<file path="src/cpu_pkg.sv">
package cpu_pkg;

  // Widths --------------------
  localparam int dbits      = 32;
  localparam int regno_bits = 4;
  localparam int imm_bits   = 16;
  localparam int hex_bits   = 24;
  localparam int ledr_bits  = 10;
  localparam int key_bits   = 4;

  // Opcodes --------------------
  typedef logic [5:0] op1_t;
  typedef logic [7:0] op2_t;

  localparam op1_t op1_alur = 6'b000000;
  localparam op1_t op1_beq  = 6'b001000; // Branches share 0010xx
  localparam op1_t op1_blt  = 6'b001001;
  localparam op1_t op1_ble  = 6'b001010;
  localparam op1_t op1_bne  = 6'b001011;
  localparam op1_t op1_jal  = 6'b001100;
  localparam op1_t op1_lw   = 6'b010010;
  localparam op1_t op1_sw   = 6'b011010;
  localparam op1_t op1_addi = 6'b100000; // ALU immediates share 100xxx
  localparam op1_t op1_andi = 6'b100100;
  localparam op1_t op1_ori  = 6'b100101;
  localparam op1_t op1_xori = 6'b100110;

  localparam op2_t op2_eq   = 8'b00001000;
  localparam op2_t op2_lt   = 8'b00001001;
  localparam op2_t op2_le   = 8'b00001010;
  localparam op2_t op2_ne   = 8'b00001011;
  localparam op2_t op2_add  = 8'b00100000;
  localparam op2_t op2_and  = 8'b00100100;
  localparam op2_t op2_or   = 8'b00100101;
  localparam op2_t op2_xor  = 8'b00100110;
  localparam op2_t op2_sub  = 8'b00101000;
  localparam op2_t op2_nand = 8'b00101100;
  localparam op2_t op2_nor  = 8'b00101101;
  localparam op2_t op2_nxor = 8'b00101110;
  localparam op2_t op2_rshf = 8'b00110000;
  localparam op2_t op2_lshf = 8'b00110001;

  // Memory-mapped I/O
  localparam logic [dbits-1:0] addr_hex  = 32'hFFFFF000;
  localparam logic [dbits-1:0] addr_ledr = 32'hFFFFF020;
  localparam logic [dbits-1:0] addr_key  = 32'hFFFFF080;

  // Instruction word, R-type and immediate views of the same bits
  typedef union packed {
    struct packed {
      op1_t                  op1;
      op2_t                  op2;
      logic [5:0]            spare;
      logic [regno_bits-1:0] rd;
      logic [regno_bits-1:0] rs;
      logic [regno_bits-1:0] rt;
    } r;
    struct packed {
      op1_t                  op1;
      logic [1:0]            spare;
      logic [imm_bits-1:0]   imm;
      logic [regno_bits-1:0] rs;
      logic [regno_bits-1:0] rt;
    } i;
  } inst_u;

  // Stage latches --------------------
  typedef struct packed {
    inst_u            inst;
    logic [dbits-1:0] pc_plus; // Fetch address + 4
  } fe_id_t;

  typedef struct packed {
    logic is_br;
    logic is_jmp;
    logic rd_mem;
    logic wr_mem;
    logic wr_reg;
  } ctrl_t;

  typedef struct packed {
    op1_t                  op1;
    op2_t                  op2;
    logic [dbits-1:0]      regval1;
    logic [dbits-1:0]      regval2;
    logic [dbits-1:0]      imm;     // Sign extended
    logic [regno_bits-1:0] wregno;
    ctrl_t                 ctrl;
    logic [dbits-1:0]      pc_plus;
  } id_ex_t;

  typedef struct packed {
    logic [dbits-1:0]      aluout;
    logic [dbits-1:0]      sdata;   // Store data from rt
    logic [regno_bits-1:0] wregno;
    logic                  rd_mem;
    logic                  wr_mem;
    logic                  wr_reg;
  } ex_mem_t;

  typedef struct packed {
    logic [dbits-1:0]      wval;
    logic [regno_bits-1:0] wregno;
    logic                  wr_reg;
  } mem_wb_t;

  typedef struct packed {
    logic             valid;
    logic [dbits-1:0] target;
  } redirect_t;

endpackage
</file>
<file path="src/decode_stage.sv">
module decode_stage (
  input  logic                             clk,
  input  logic                             reset,
  input  cpu_pkg::fe_id_t                  fe_id,
  input  cpu_pkg::redirect_t               redirect,
  input  logic [cpu_pkg::regno_bits-1:0]   ex_wregno,  // Destination in ex_mem
  input  logic [cpu_pkg::regno_bits-1:0]   mem_wregno, // Destination in mem_wb
  input  cpu_pkg::mem_wb_t                 wb,
  output logic                             stall,
  output cpu_pkg::id_ex_t                  id_ex
);

  cpu_pkg::inst_u               inst;
  cpu_pkg::op1_t                op1;
  cpu_pkg::ctrl_t               ctrl;
  logic                         is_alur;
  logic                         writes_class;
  logic                         uses_rt;
  logic [cpu_pkg::regno_bits-1:0] dest;
  logic [cpu_pkg::regno_bits-1:0] wregno;
  logic [cpu_pkg::dbits-1:0]    regval1;
  logic [cpu_pkg::dbits-1:0]    regval2;
  logic [cpu_pkg::dbits-1:0]    sxt_imm;

  // True when regno is waiting to be written by an older instruction
  function automatic logic pending(input logic [cpu_pkg::regno_bits-1:0] regno,
                                   input logic [cpu_pkg::regno_bits-1:0] w_ex,
                                   input logic [cpu_pkg::regno_bits-1:0] w_mem,
                                   input logic [cpu_pkg::regno_bits-1:0] w_wb);
    return (regno != '0) && (regno == w_ex || regno == w_mem || regno == w_wb);
  endfunction

  assign inst = fe_id.inst;
  assign op1  = inst.r.op1;

  reg_file u_regs (
    .clk   (clk),
    .reset (reset),
    .rs    (inst.r.rs),
    .rt    (inst.r.rt),
    .wb    (wb),
    .rval1 (regval1),
    .rval2 (regval2)
  );

  // Control decode --------------------
  assign is_alur      = (op1 == cpu_pkg::op1_alur);
  assign writes_class = is_alur || (op1 == cpu_pkg::op1_jal) ||
                        (op1 == cpu_pkg::op1_lw) || (op1[5:3] == 3'b100);
  assign dest         = is_alur ? inst.r.rd : inst.r.rt;

  assign ctrl.is_br  = (op1[5:2] == 4'b0010);
  assign ctrl.is_jmp = (op1 == cpu_pkg::op1_jal);
  assign ctrl.rd_mem = (op1 == cpu_pkg::op1_lw);
  assign ctrl.wr_mem = (op1 == cpu_pkg::op1_sw);
  assign ctrl.wr_reg = writes_class && (dest != '0); // r0 target counts as no write

  assign wregno  = ctrl.wr_reg ? dest : '0;
  assign sxt_imm = {{(cpu_pkg::dbits - cpu_pkg::imm_bits){inst.i.imm[cpu_pkg::imm_bits-1]}},
                    inst.i.imm};

  // Hazard check --------------------
  assign uses_rt = is_alur || ctrl.is_br || ctrl.wr_mem; // SW stores rt
  assign stall   = pending(inst.r.rs, id_ex.wregno, ex_wregno, mem_wregno) ||
                   (uses_rt && pending(inst.r.rt, id_ex.wregno, ex_wregno, mem_wregno));

  always_ff @(posedge clk or posedge reset) begin
    if (reset) begin
      id_ex <= '0;
    end else if (redirect.valid || stall) begin
      id_ex <= '0; // Flush or bubble
    end else begin
      id_ex.op1     <= op1;
      id_ex.op2     <= inst.r.op2;
      id_ex.regval1 <= regval1;
      id_ex.regval2 <= regval2;
      id_ex.imm     <= sxt_imm;
      id_ex.wregno  <= wregno;
      id_ex.ctrl    <= ctrl;
      id_ex.pc_plus <= fe_id.pc_plus;
    end
  end

  // Three older instructions drain within three stall cycles
  a_stall_len: assert property (@(posedge clk) disable iff (reset)
    (stall && $past(stall) && $past(stall, 2)) |=> !stall);

endmodule

</file>
<file path="src/reg_file.sv">
module reg_file (
  input  logic                             clk,
  input  logic                             reset,
  input  logic [cpu_pkg::regno_bits-1:0]   rs,
  input  logic [cpu_pkg::regno_bits-1:0]   rt,
  input  cpu_pkg::mem_wb_t                 wb,
  output logic [cpu_pkg::dbits-1:0]        rval1,
  output logic [cpu_pkg::dbits-1:0]        rval2
);

  localparam int num_regs = 1 << cpu_pkg::regno_bits;

  logic [cpu_pkg::dbits-1:0] regs [1:num_regs-1]; // No storage for r0

  // Falling edge write, so decode sees the value in the same cycle
  always_ff @(negedge clk or posedge reset) begin
    if (reset) begin
      for (int n = 1; n < num_regs; n++)
        regs[n] <= '0;
    end else if (wb.wr_reg && wb.wregno != '0) begin
      regs[wb.wregno] <= wb.wval;
    end
  end

  assign rval1 = (rs == '0) ? '0 : regs[rs];
  assign rval2 = (rt == '0) ? '0 : regs[rt];

endmodule

</file>
<file path="config.mk">
export PLATFORM = sky130hd
export DESIGN_NAME = decode_stage
export DESIGN_NICKNAME = d
export VERILOG_FILES = /design/src/cpu_pkg.sv /design/src/decode_stage.sv /design/src/reg_file.sv
export SDC_FILE = /design/constraint.sdc
export NUM_CORES = 1
export LEC_CHECK = 0
export BUFFER_PORTS_ARGS = -buffer_cell sky130_fd_sc_hd__buf_4
export CORE_UTILIZATION = 45
export CTS_BUF_LIST = sky130_fd_sc_hd__clkbuf_4 sky130_fd_sc_hd__clkbuf_8
export CTS_CLUSTER_DIAMETER = 80
export DETAILED_ROUTE_END_ITERATION = 7
export SYNTH_ARGS = -nofsm -noshare
export SYNTH_HDL_FRONTEND = slang
export SYNTH_SLANG_ARGS = --single-unit
export TNS_END_PERCENT = 100
</file>
<file path="constraint.sdc">
create_clock -name clk -period 26.7 [get_ports clk]
set_clock_uncertainty 0.15 [all_clocks]
set_input_delay 5.34 -clock clk [delete_from_list [all_inputs] [get_ports clk]]
set_output_delay 5.34 -clock clk [all_outputs]
set_load 0.005 [all_outputs]
</file>
==> results.sh <==
export IMPL_status="finished, final reports clean"
export IMPL_wl_per_cell_um=26.8
export IMPL_crit_path_start_kind="input port"
export IMPL_crit_path_end_kind="flop"
export IMPL_drc_errors=0
export IMPL_power_share_sequential=0.461
export IMPL_switching_power_w=0.000740
export IMPL_final_hold_viol_count=0
export IMPL_postCtsResizedCells=0
export IMPL_layout_common_cells="mux2_2, dfrtn_1, buf_4"
export IMPL_core_area_mm2=0.0662
export IMPL_p_int_w=0.00198
export IMPL_p_sw_frac=0.272
export IMPL_worstPathArrival_ns=7.34
export IMPL_ctsHoldBuffers=0
export IMPL_synth_warnings=0
export IMPL_avgSynthCellArea_um2=14.8
export IMPL_io_pins=296
export IMPL_cts_tree="built"
export IMPL_grt_max_degree=170
export IMPL_drt_wl_total_mm=85.3
export IMPL_synth_flop_cell="dfrtn_1"
export IMPL_grtUsageTotal=0.254
export IMPL_async_flop_share=1.00
export IMPL_crit_fanout=20
export IMPL_clock_power_share=0.333
export IMPL_die_y_um=262
export IMPL_die_w_um=262
export IMPL_synth_top_area_share=0.396
export IMPL_clk_pin_slew_ns=0.04
export IMPL_hold_slack_ns=0.312
export IMPL_fill_cells=5514
export IMPL_cp_slowest_cell="nor2b_4"
export IMPL_max_vdd_ir_drop_v=0.0000332
export IMPL_nets=2374
export IMPL_synthTopCellsByArea="dfrtn_1, mux2_2, mux4_2"
export IMPL_grt_pass1_wl_mm=130
export IMPL_syn_nets=2191
export IMPL_placed_area_mm2=0.0327
export IMPL_clk_latency_ns=0.70
export IMPL_ys_types=40
export IMPL_synth_edf_count=0
export IMPL_viasPerCell=6.13
export IMPL_hp_class="flop to flop"
export IMPL_grt_overflow=0
export IMPL_drt_antenna_violating_nets=0
export IMPL_cp_common_cell="buf_4"
export IMPL_stdcell_area_mm2=0.0350
export IMPL_slew_violations=0
export IMPL_power_w=0.00272
export IMPL_clockBufferDepth=3
export IMPL_start_util=0.458
export IMPL_antenna_found_initial=5
export IMPL_portBuffers=263
export IMPL_cts_root_buffer="clkbuf_8"
export IMPL_p_leak_nw=14.9
export IMPL_drt_initial_drc_count=1408
export IMPL_hpwl_mm=47.6
export IMPL_htreeDepth=3
export IMPL_slew_limit_headroom=0.312
export IMPL_first_pass_iters=5
export IMPL_grt_pass1_vias=20817
export IMPL_cts_buffers=107
export IMPL_worst_setup_path_type="input port to flop"
export IMPL_drive_above_1_share=0.561
export IMPL_num_vias=19528
export IMPL_synth_area_mm2=0.0303
export IMPL_gp_congestion=0.757
export IMPL_cp_slowest_stage_delay_ns=0.58
export IMPL_tightest_slew_ns=1.03
export IMPL_ys_ff_latch=609
export IMPL_yosys_area_top_type="dfrtn_1"
export IMPL_crit_required_ns=13.65
export IMPL_postCtsSetupRepairBufs=0
export IMPL_post_route_util=0.529
export IMPL_setup_viol=0
export IMPL_pwr_share_comb=0.206
export IMPL_drv_cap=0
export IMPL_dieArea_mm2=0.0684
export IMPL_crit_path_cell_trace="buf_4, nor3b_1, nor2b_4, buf_4, mux2_2"
export IMPL_syn_inst=2047
export IMPL_area_growth_pct=15.5
export IMPL_p_per_area_mw_per_mm2=77.6
export IMPL_clkSinkCount=609
export IMPL_rsz0062_at_grt="false"
export IMPL_final_common_cell="mux2_2"
export IMPL_num_rows=94
export IMPL_ys_seq_area_frac=0.503
[layout make-up]
cell class                 instances  area (um^2)  share of cell area
antenna                            2         5.00            0.000143
clock buffer                     168         2100              0.0599
clock inverter                    33          200             0.00571
inverter                           3         15.0            0.000429
multi-input combinational       1207        14100               0.402
sequential                       609        15200               0.435
tap                              864         1080              0.0309
timing repair buffer             302         2310              0.0658
[layer usage]
| metal | wire (um) | share of wire | up-vias | global-route usage |
|---|---|---|---|---|
| met5 | 28 | 0.00033 | - | 0 |
| met4 | 1910 | 0.022 | 6 | 0.0824 |
| met3 | 6130 | 0.072 | 134 | 0.0496 |
| met2 | 40200 | 0.47 | 733 | 0.400 |
| met1 | 37100 | 0.43 | 10461 | 0.354 |
| li1 | - | - | 8194 | - |
[cells in the mapped netlist, types with 6 or more instances]
cell,number
nor3_2,59
dfrtp_1,129
and2_1,57
xnor2_1,24
nor2_1,17
mux2_2,530
buf_1,16
nand4_1,7
a22oi_1,26
o31a_1,26
nor2b_1,64
buf_2,48
clkbuf_1,124
nor4_1,6
mux2_1,14
buf_4,32
buf_6,8
mux4_2,192
nand3b_1,6
dfrtn_1,480
a221oi_1,102
nor3_1,47
[power by group through the flow]
stage               combinational [W]  clock (W)  sequential [W]
finish                       0.000561   0.000905         0.00125
global route                 0.000604   0.000976         0.00128
CTS                          0.000567   0.000928         0.00125
detailed placement           0.000565          0         0.00126
global placement             0.000551          0         0.00125
floorplan                    0.000433          0         0.00123
[cells by family after synthesis]
| kind of cell | synth area share |
|---|---|
| mux | 0.346 |
| flops | 0.503 |
| buf+inv | 0.0365 |
| compound gates | 0.0447 |
| simple gates | 0.0630 |
| xor+xnor | 0.00693 |
[flip-flops by register name, summed over array words and instances (netlist names)]
name	cells
id_ex	129
u_regs.regs	480
[worst paths after layout]
path	startpoint	endpoint	depth (start not counted)	slack (ns)
max in group asynchronous	reset	u_regs.regs[133]	4	6.62
setup reg to reg	u_regs.regs[306]	id_ex[91]	5	11.50
hold reg to reg	u_regs.regs[311]	u_regs.regs[311]	1	0.31
min in group asynchronous	reset	id_ex[76]	2	4.40
setup / recovery	wb[2]	u_regs.regs[217]	5	6.32
hold / removal	u_regs.regs[311]	u_regs.regs[311]	1	0.31
[worst max-delay path: cells and delay by family]
kind                   cells  cell delay, ns
buffers and inverters      2            0.65
multiplexers               1            0.39
AND/OR/NAND/NOR            2            0.93
[metrics by stage]
stage | TNS (ns) | setup slack (ns) | std cells
4_1_cts | 0 | 6.36 | 3186
3_5_place_dp | 0 | 5.68 | 2985
3_3_place_gp | 0 | 5.73 | 2985
6_report | 0 | 6.32 | 3188
5_1_grt | 0 | 6.25 | 3188
2_1_floorplan | -92.94 | -0.194 | 2047
Power figures use the tool's default switching activity.
