--- config.mk ---
export PLATFORM = sky130hd
export DESIGN_NAME = execute_stage
export DESIGN_NICKNAME = d
export VERILOG_FILES = /design/src/cpu_pkg.sv /design/src/execute_stage.sv
export SDC_FILE = /design/constraint.sdc
export NUM_CORES = 1
export LEC_CHECK = 0
export BUFFER_PORTS_ARGS = -buffer_cell sky130_fd_sc_hd__buf_2
export CELL_PAD_IN_SITES_DETAIL_PLACEMENT = 0
export CELL_PAD_IN_SITES_GLOBAL_PLACEMENT = 1
export CORE_ASPECT_RATIO = 2
export CORE_MARGIN = 5
export CORE_UTILIZATION = 48
export DETAILED_ROUTE_END_ITERATION = 12
export HOLD_SLACK_MARGIN = 0.15
export PLACE_DENSITY_LB_ADDON = 0.1
export SLEW_MARGIN = 20
export SYNTH_ARGS = -nofsm -noshare
export SYNTH_HDL_FRONTEND = slang
export SYNTH_SLANG_ARGS = --single-unit
--- constraint.sdc ---
create_clock -name clk -period 4.2 [get_ports clk]
set_input_delay 0 -clock clk [delete_from_list [all_inputs] [get_ports clk]]
set_output_delay 0 -clock clk [all_outputs]
set_load 0.01 [all_outputs]
--- src/cpu_pkg.sv ---
package cpu_pkg;

  // Widths --------------------
  localparam int dbits      = 32;
  localparam int regno_bits = 4;
  localparam int imm_bits   = 16;
  localparam int hex_bits   = 24;
  localparam int ledr_bits  = 10;
  localparam int key_bits   = 4;

  // Opcodes --------------------
  typedef logic [5:0] op1_t;
  typedef logic [7:0] op2_t;

  localparam op1_t op1_alur = 6'b000000;
  localparam op1_t op1_beq  = 6'b001000; // Branches share 0010xx
  localparam op1_t op1_blt  = 6'b001001;
  localparam op1_t op1_ble  = 6'b001010;
  localparam op1_t op1_bne  = 6'b001011;
  localparam op1_t op1_jal  = 6'b001100;
  localparam op1_t op1_lw   = 6'b010010;
  localparam op1_t op1_sw   = 6'b011010;
  localparam op1_t op1_addi = 6'b100000; // ALU immediates share 100xxx
  localparam op1_t op1_andi = 6'b100100;
  localparam op1_t op1_ori  = 6'b100101;
  localparam op1_t op1_xori = 6'b100110;

  localparam op2_t op2_eq   = 8'b00001000;
  localparam op2_t op2_lt   = 8'b00001001;
  localparam op2_t op2_le   = 8'b00001010;
  localparam op2_t op2_ne   = 8'b00001011;
  localparam op2_t op2_add  = 8'b00100000;
  localparam op2_t op2_and  = 8'b00100100;
  localparam op2_t op2_or   = 8'b00100101;
  localparam op2_t op2_xor  = 8'b00100110;
  localparam op2_t op2_sub  = 8'b00101000;
  localparam op2_t op2_nand = 8'b00101100;
  localparam op2_t op2_nor  = 8'b00101101;
  localparam op2_t op2_nxor = 8'b00101110;
  localparam op2_t op2_rshf = 8'b00110000;
  localparam op2_t op2_lshf = 8'b00110001;

  // Memory-mapped I/O
  localparam logic [dbits-1:0] addr_hex  = 32'hFFFFF000;
  localparam logic [dbits-1:0] addr_ledr = 32'hFFFFF020;
  localparam logic [dbits-1:0] addr_key  = 32'hFFFFF080;

  // Instruction word, R-type and immediate views of the same bits
  typedef union packed {
    struct packed {
      op1_t                  op1;
      op2_t                  op2;
      logic [5:0]            spare;
      logic [regno_bits-1:0] rd;
      logic [regno_bits-1:0] rs;
      logic [regno_bits-1:0] rt;
    } r;
    struct packed {
      op1_t                  op1;
      logic [1:0]            spare;
      logic [imm_bits-1:0]   imm;
      logic [regno_bits-1:0] rs;
      logic [regno_bits-1:0] rt;
    } i;
  } inst_u;

  // Stage latches --------------------
  typedef struct packed {
    inst_u            inst;
    logic [dbits-1:0] pc_plus; // Fetch address + 4
  } fe_id_t;

  typedef struct packed {
    logic is_br;
    logic is_jmp;
    logic rd_mem;
    logic wr_mem;
    logic wr_reg;
  } ctrl_t;

  typedef struct packed {
    op1_t                  op1;
    op2_t                  op2;
    logic [dbits-1:0]      regval1;
    logic [dbits-1:0]      regval2;
    logic [dbits-1:0]      imm;     // Sign extended
    logic [regno_bits-1:0] wregno;
    ctrl_t                 ctrl;
    logic [dbits-1:0]      pc_plus;
  } id_ex_t;

  typedef struct packed {
    logic [dbits-1:0]      aluout;
    logic [dbits-1:0]      sdata;   // Store data from rt
    logic [regno_bits-1:0] wregno;
    logic                  rd_mem;
    logic                  wr_mem;
    logic                  wr_reg;
  } ex_mem_t;

  typedef struct packed {
    logic [dbits-1:0]      wval;
    logic [regno_bits-1:0] wregno;
    logic                  wr_reg;
  } mem_wb_t;

  typedef struct packed {
    logic             valid;
    logic [dbits-1:0] target;
  } redirect_t;

endpackage
--- src/execute_stage.sv ---
module execute_stage (
  input  logic                 clk,
  input  logic                 reset,
  input  cpu_pkg::id_ex_t      id_ex,
  output cpu_pkg::redirect_t   redirect,
  output cpu_pkg::ex_mem_t     ex_mem
);

  logic [cpu_pkg::dbits-1:0] a;
  logic [cpu_pkg::dbits-1:0] b;
  logic [cpu_pkg::dbits-1:0] imm4;
  logic [cpu_pkg::dbits-1:0] aluout;
  logic [cpu_pkg::dbits-1:0] target;
  logic                      br_cond;
  logic                      taken;

  assign a    = id_ex.regval1;
  assign b    = id_ex.regval2;
  assign imm4 = {id_ex.imm[cpu_pkg::dbits-3:0], 2'b00};

  // ALU --------------------
  always_comb begin
    aluout = '0;
    case (id_ex.op1)
      cpu_pkg::op1_alur: begin
        case (id_ex.op2)
          cpu_pkg::op2_eq:   aluout = {31'd0, a == b};
          cpu_pkg::op2_lt:   aluout = {31'd0, $signed(a) < $signed(b)};
          cpu_pkg::op2_le:   aluout = {31'd0, $signed(a) <= $signed(b)};
          cpu_pkg::op2_ne:   aluout = {31'd0, a != b};
          cpu_pkg::op2_add:  aluout = a + b;
          cpu_pkg::op2_and:  aluout = a & b;
          cpu_pkg::op2_or:   aluout = a | b;
          cpu_pkg::op2_xor:  aluout = a ^ b;
          cpu_pkg::op2_sub:  aluout = a - b;
          cpu_pkg::op2_nand: aluout = ~(a & b);
          cpu_pkg::op2_nor:  aluout = ~(a | b);
          cpu_pkg::op2_nxor: aluout = ~(a ^ b);
          cpu_pkg::op2_rshf: aluout = $signed(a) >>> b; // Arithmetic
          cpu_pkg::op2_lshf: aluout = a << b;
          default:           aluout = '0;
        endcase
      end
      cpu_pkg::op1_lw,
      cpu_pkg::op1_sw,
      cpu_pkg::op1_addi: aluout = a + id_ex.imm; // Also the memory address
      cpu_pkg::op1_andi: aluout = a & id_ex.imm;
      cpu_pkg::op1_ori:  aluout = a | id_ex.imm;
      cpu_pkg::op1_xori: aluout = a ^ id_ex.imm;
      cpu_pkg::op1_jal:  aluout = id_ex.pc_plus;  // Link value
      default:           aluout = '0;
    endcase
  end

  // Branch resolution --------------------
  always_comb begin
    case (id_ex.op1)
      cpu_pkg::op1_beq: br_cond = (a == b);
      cpu_pkg::op1_blt: br_cond = ($signed(a) < $signed(b));
      cpu_pkg::op1_ble: br_cond = ($signed(a) <= $signed(b));
      cpu_pkg::op1_bne: br_cond = (a != b);
      default:          br_cond = 1'b0;
    endcase
  end

  assign taken  = id_ex.ctrl.is_jmp || (id_ex.ctrl.is_br && br_cond);
  assign target = id_ex.ctrl.is_jmp ? (a + imm4) : (id_ex.pc_plus + imm4);

  always_ff @(posedge clk or posedge reset) begin
    if (reset) begin
      redirect <= '0;
      ex_mem   <= '0;
    end else if (redirect.valid) begin
      // Instruction here came down the wrong path
      redirect <= '0;
      ex_mem   <= '0;
    end else begin
      redirect.valid  <= taken;
      redirect.target <= target;
      ex_mem.aluout   <= aluout;
      ex_mem.sdata    <= b;
      ex_mem.wregno   <= id_ex.wregno;
      ex_mem.rd_mem   <= id_ex.ctrl.rd_mem;
      ex_mem.wr_mem   <= id_ex.ctrl.wr_mem;
      ex_mem.wr_reg   <= id_ex.ctrl.wr_reg;
    end
  end

  // Decode latch is flushed on the redirect edge
  a_redirect_flush: assert property (@(posedge clk) disable iff (reset)
    redirect.valid |=> (id_ex == '0));

endmodule

==> results of run 1 <==
final timing paths:
check	startpoint	to	slack, ns	depth (start not counted)
hold reg to reg	redirect[32]$_DFF_PP0_	redirect[27]$_DFF_PP0_	0.69	3
min in group asynchronous	reset	ex_mem[32]$_DFF_PP0_	0.28	3
setup / recovery	id_ex[98]	ex_mem[39]$_DFF_PP0_	0.06	13
max in group asynchronous	reset	redirect[17]$_DFF_PP0_	2.68	4
hold / removal	id_ex[2]	redirect[2]$_DFF_PP0_	0.15	4
setup reg to reg	redirect[32]$_DFF_PP0_	ex_mem[41]$_DFF_PP0_	2.33	4
state kept, by name, summed over array words and instances (netlist names):
name	cells
redirect	33
ex_mem	71
worst reg2reg max path: stages, from the launching register on:
cell,delay (ns)
dfrtp_2,0.41
inv_1,0.22
nand2_2,0.48
buf_4,0.36
o22ai_1,0.27
stage by stage:
step,utilization,hold slack [ns]
global placement,0.543,0.169
detailed placement,0.543,0.193
floorplan,-,0.138
finish,0.571,0.155
global route,0.571,0.186
CTS,0.571,0.151
timing repair:
item | in CTS | in global routing
buffers inserted | 0 | 0
hold buffers | 70 | 0
hold endpoints to repair | 122 | 0
endpoints found under the setup margin | 0 | 0
cell usage in the layout, fill, tap and decap left out, drive strengths merged, types with 18 or more instances in the layout:
| cell | count |
|---|---|
| buf | 389 |
| nor2 | 276 |
| a21oi | 192 |
| ha | 189 |
| nand2 | 162 |
| o21ai | 162 |
| inv | 140 |
| dfrtp | 104 |
| mux2i | 92 |
| dlygate4sd3 | 70 |
| xnor2 | 68 |
| nor3 | 60 |
| a211oi | 49 |
| a21o | 47 |
| a31oi | 42 |
| mux2 | 40 |
| mux4 | 40 |
| o22ai | 38 |
| a221oi | 37 |
| nand3 | 36 |
| nor2b | 30 |
| a22oi | 28 |
| nor4 | 26 |
| nand2b | 23 |
| o31ai | 22 |
| o21a | 19 |
| xor2 | 18 |
layer usage:
layer	routed length (um)	vias up	global-route usage
met5	0	-	0
met4	9770	0	0.367
met3	7520	506	0.0702
met2	44800	1490	0.745
met1	30400	10200	0.443
li1	-	9326	-
kinds of logic (layout without fill, tap and decap cells):
| group | count (synthesis) | count (layout) | synth area share |
|---|---|---|---|
| mux | 172 | 172 | 0.127 |
| flops | 104 | 104 | 0.146 |
| fa+ha+maj | 193 | 193 | 0.137 |
| xor+xnor | 86 | 86 | 0.0422 |
| compound gates | 798 | 798 | 0.300 |
| simple gates | 695 | 695 | 0.182 |
| buf+inv | 294 | 619 | 0.0665 |
cell type report:
class | count | area [um^2] | share of cell area
repair buffers | 459 | 3010 | 0.142
clock buffers | 10 | 239 | 0.0113
clock inverters | 6 | 90.1 | 0.00426
multi-input cells | 1944 | 14100 | 0.667
well taps | 459 | 574 | 0.0271
inverters | 144 | 543 | 0.0257
flip-flops and latches | 104 | 2600 | 0.123
power groups by stage:
stage | sequential (mW) | combinational [mW] | clock (mW)
4_1_cts | 1.12 | 2.39 | 1.04
3_3_place_gp | 1.14 | 2.31 | 0
3_5_place_dp | 1.14 | 2.33 | 0
6_report | 1.12 | 2.47 | 1.03
2_1_floorplan | 1.19 | 1.42 | 0
5_1_grt | 1.13 | 2.60 | 1.07
==> impl_metrics.ini, run 1 <==
[cells_and_area]
diodes = 0
nFillCells = 3517
postLayoutCellArea_um2 = 21200
fin_cells = 3126
area_growth_pct = 18.4
final_nets = 3008
drive_above_1_share = 0.204

[synthesis]
ys_ff_latch = 104
synth_nets = 2688
synth_common_cells = nor2_1, a21oi_1, ha_1
synth_most_common_cell = nor2_1
synth_edf_count = 0
syn_inst = 2342
seq_area_frac_synth = 0.146
synthFlopType = dfrtp_1
yosys.area.top_type = dfrtp_1
async_flop_share = 1.00
yosys.area.top_type_share = 0.146
netlist_area_um2 = 17900
yosysUniqueCellTypes = 97
post_synth.cell_area_avg_um2 = 7.63
synth_area_leaders = dfrtp_1, ha_1, nor2_1, a21oi_1, mux2i_1
yosysWarnings = 0

[clock_network]
cts_root_buffer = clkbuf_16
htree_levels = 3
numCtsBuffers = 9
path_clk_slew_ns = 0.09
clock-sinks = 104
clock_latency_ns = 0.40
clockBufferDepth = 2
post_cts_resized = 0
cts_tree = built

[sta]
final.min_clock_period_ns = 4.14
worst_slew_pin_slew_ns = 1.15
finalCritPeriodShare = 0.986
setup_viol = 0
setup_ws_ns = 0.0594
fin_skew_ns = 0.0191
finalSetupTns_ns = 0
final_hold_viol_count = 0
final_max_slew_viol_count = 0
fmaxAchievable_mhz = 242
slew_headroom = 0.213
rsz0062_at_grt = no

[grt]
grt_max_degree = 74
gr-total-overflow = 0
grt_pass1_vias = 21100
grt_usage = 0.426
antenna_found_initial = 0
grt_pass1_wl_mm = 133

[routing]
routedWlPerCell_um = 29.6
drt_first_iter_violations = 2169
antenna_left = 0
drt_first_pass_iters = 8
viasPerCell = 6.87
drc = 0
wirelength_mm = 92.5
dr_total_vias = 21500

[floorplanning]
initial_core_util = 0.482
die_h_um = 283
core_um2 = 37000
rows = 100
io_pins = 257
dieArea_um2 = 41400
dieWidth_um = 146

[setup_path]
critPathBufInv = 3
startpoint_type = input port
cp_max_fo = 6
critPathArrivalTime_ns = 4.38
crit_family = compound AO/OA/AOI/OAI gates
cpMaxStageDelayCell = a2111oi_0
cp_cell_sequence = dlygate4sd3_1 -> buf_2 -> nor4_1 -> nand3_1 -> a211oi_1 -> a2bb2oi_1 -> and2_1 -> buf_4 -> o22ai_1 -> nor2_1 -> nor3_1 -> a2111oi_0 -> a21oi_1
end_kind = flip-flop
required_ns = 4.44
critPathKind = in2reg
cpPeakStageDelay_ns = 1.00

[pwr]
pwr-share-clk = 0.224
worst_ir_drop_vdd_mv = 0.205
p_int_mw = 2.56
swShare = 0.446
seqPwrFrac = 0.242
p_leak_nw = 9.77
power_density_nw_per_um2 = 218
pwr-share-comb = 0.534
total_power_mw = 4.62
p_sw_mw = 2.06

[placement]
numPortBuffers = 256
placedCellCount = 3040
pre_cts_ws_ns = 0.0659
dp_hpwl_mm = 72.3
placed_area_um2 = 20100
gp_congestion = 1.09

[status]
status = complete, no violations

[run]
maxCapViolations = 0

[hold_path]
hold_class = in2reg
Power figures use the tool's default switching activity.
==> run 2, diff against run 1 <==
--- a/config.mk
+++ b/config.mk
@@ -5,14 +5,16 @@
 export SDC_FILE = /design/constraint.sdc
 export NUM_CORES = 1
 export LEC_CHECK = 0
+export ABC_AREA = 1
 export BUFFER_PORTS_ARGS = -buffer_cell sky130_fd_sc_hd__buf_2
 export CELL_PAD_IN_SITES_DETAIL_PLACEMENT = 0
 export CELL_PAD_IN_SITES_GLOBAL_PLACEMENT = 1
 export CORE_ASPECT_RATIO = 2
 export CORE_MARGIN = 5
-export CORE_UTILIZATION = 48
+export CORE_UTILIZATION = 45
 export DETAILED_ROUTE_END_ITERATION = 12
 export HOLD_SLACK_MARGIN = 0.15
+export MAX_ROUTING_LAYER = met4
 export PLACE_DENSITY_LB_ADDON = 0.1
 export SLEW_MARGIN = 20
 export SYNTH_ARGS = -nofsm -noshare
==> run 2 against run 1 <==
Effect of this change: flip-flop and latch count stayed put; critical path depth up 8; maximum frequency increased by 4.7%; clock power about the same; via count rose by 16%; clock skew is 0.0014 ns lower; non-clock buffer count decreased by 46; worst setup slack better by 0.19 ns; first-iteration DRC count grew 22%; core utilization down 4.1 points; routed wire length up 17%; synthesized cell count grew 33%.
==> impl_metrics.ini, run 2 <==
[setup_path]
cp_max_fo = 32
cpMaxStageDelayCell = nor2_8
startpoint_type = input port
required_ns = 4.56
cp_cell_sequence = dlygate4sd3_1 -> buf_2 -> nor2_1 -> nand2_1 -> nor2_2 -> nand2_2 -> nor2_8 -> nand2_2 -> inv_2 -> nand2_1 -> nand3_1 -> nand3_1 -> nand3_1 -> nand2_1 -> nand2_1 -> nand3_1 -> nand4_1 -> nand2_1 -> nand3_1 -> nand2_1 -> inv_1
critPathArrivalTime_ns = 4.31
critPathKind = in2reg
cpPeakStageDelay_ns = 0.57
cp_common_cell = nand2_1
end_kind = flip-flop

[synthesis]
yosysWarnings = 0
syn_inst = 3109
synth_common_cells = nand2_1, nand3_1, inv_1
netlist_area_um2 = 18300
async_flop_share = 1.00
synth_edf_count = 0
synth_most_common_cell = nand2_1
ys_ff_latch = 104
seq_area_frac_synth = 0.142
synth_nets = 3455
yosys.area.top_type = nand2_1
synth_area_leaders = nand2_1, dfrtp_1, ha_1, nand3_1, inv_1
yosys.area.top_type_share = 0.147
yosysUniqueCellTypes = 61
synthFlopType = dfrtp_1
post_synth.cell_area_avg_um2 = 5.88

[cells_and_area]
final_cell_mix = nand2_1, nand3_1, inv_1
area_growth_pct = 16.7
top_regs = ex_mem x71, redirect x33
drive_above_1_share = 0.123
final_nets = 3736
largest_reg_flops = 71
layout_commonest_cell = nand2_1
nFillCells = 4251
top_register = ex_mem

[floorplanning]
die_h_um = 295
rows = 104
dieWidth_um = 153
dieArea_um2 = 45000
core_um2 = 40200
io_pins = 257
initial_core_util = 0.455

[sta]
final_hold_viol_count = 0
worst_slew_pin_slew_ns = 1.23
hold_slack_ns = 0.157
rsz0062_at_grt = no
finalSetupTns_ns = 0
setup_viol = 0
slew_headroom = 0.172
final.min_clock_period_ns = 3.95
final_max_slew_viol_count = 0
finalCritPeriodShare = 0.941
fmaxAchievable_mhz = 253
fin_skew_ns = 0.0177
setup_ws_ns = 0.246

[pwr]
worst_ir_drop_vdd_mv = 0.232
power_density_nw_per_um2 = 212
p_leak_nw = 11.1

[grt]
grt_max_degree = 78
grt_pass1_vias = 24900
grtUsageMet2 = 0.796
grt_pass1_wl_mm = 154
met1_usage = 0.434
antenna_found_initial = 3
use_met3 = 0.103
gr-total-overflow = 0
grt_usage = 0.475
gr-max-usage-layer = met2

[placement]
numPortBuffers = 256
gp_congestion = 1.13
dp_hpwl_mm = 84.9
pre_cts_ws_ns = 0.623

[hold_path]
hold_class = in2reg

[routing]
drc = 0
drt_first_iter_violations = 2646
dr_total_vias = 24900
drt_first_pass_iters = 6
antenna_left = 0
viasPerCell = 6.33
wirelength_mm = 108
routedWlPerCell_um = 27.6

[clock_network]
path_clk_slew_ns = 0.08
clock_latency_ns = 0.43
clockBufferDepth = 2
htree_levels = 3
cts_hold_buffers = 90
post_cts_resized = 0
clock-sinks = 104
cts_tree = built
numCtsBuffers = 9
cts_root_buffer = clkbuf_16
cts_setup_buffers = 0

[run]
maxCapViolations = 0

[status]
status = complete, no violations
run 2: metal layers:
layer,up-vias,wire length [um],part of all wire
li1,11100,-,-
met1,11300,33000,0.30
met2,1785,50900,0.47
met3,700,9700,0.089
met4,0,14700,0.14
met5,-,0,0
run 2: per-stage QoR:
stage	std cells	total power, mW	utilization	cell area (um^2)
3_5_place_dp	3819	3.30	0.500	20100
4_1_cts	3925	4.41	0.530	21300
2_1_floorplan	3109	2.43	-	18300
3_3_place_gp	3819	3.30	0.500	20100
5_1_grt	3927	4.70	0.530	21300
6_report	3931	4.52	0.531	21300
run 2: final cells by class:
type | count | area, um^2 | area share
Multi-Input combinational cell | 2473 | 13600 | 0.636
Timing Repair Buffer | 413 | 2700 | 0.126
Sequential cell | 104 | 2610 | 0.122
Inverter | 389 | 1460 | 0.0686
Tap cell | 530 | 663 | 0.0311
Clock buffer | 10 | 229 | 0.0107
Clock inverter | 6 | 91.3 | 0.00428
Antenna cell | 6 | 15.0 | 0.000704
run 2: final timing paths:
kind                                   startpoint               endpoint  slack (ns)  cells after the start
setup / recovery                        id_ex[79]   ex_mem[67]$_DFF_PP0_        0.25                     21
hold / removal                          id_ex[46]  redirect[7]$_DFF_PP0_        0.16                      4
setup reg to reg           redirect[32]$_DFF_PP0_  redirect[1]$_DFF_PP0_        1.93                      4
hold reg to reg            redirect[32]$_DFF_PP0_  redirect[2]$_DFF_PP0_        1.12                      2
max in group asynchronous                   reset   ex_mem[30]$_DFF_PP0_        2.58                      4
min in group asynchronous                   reset   ex_mem[47]$_DFF_PP0_        0.34                      3
run 2: logic make-up (layout without fill, tap and decap cells):
logic type / count (synthesis) / after routing / share of synthesized area
other cells: 0 / 6 / 0
xor+xnor: 12 / 12 / 0.00575
flops: 104 / 104 / 0.142
buf+inv: 532 / 818 / 0.117
mux: 9 / 9 / 0.00513
fa+ha+maj: 193 / 193 / 0.134
compound gates: 703 / 703 / 0.223
simple gates: 1556 / 1556 / 0.373
run 2: where the power goes:
group / leakage, nW / switching, mW / internal [mW]
sequential: 1.34 / 0.0310 / 1.09
clock: 0.145 / 0.522 / 0.526
combinational: 9.65 / 1.64 / 0.701
total: 11.1 / 2.20 / 2.32
run 2: worst max-delay path, delay by kind of cell:
family | cells | cell delay [ns]
and+or+nand+nor | 17 | 3.21
buffers and inverters | 4 | 1.08
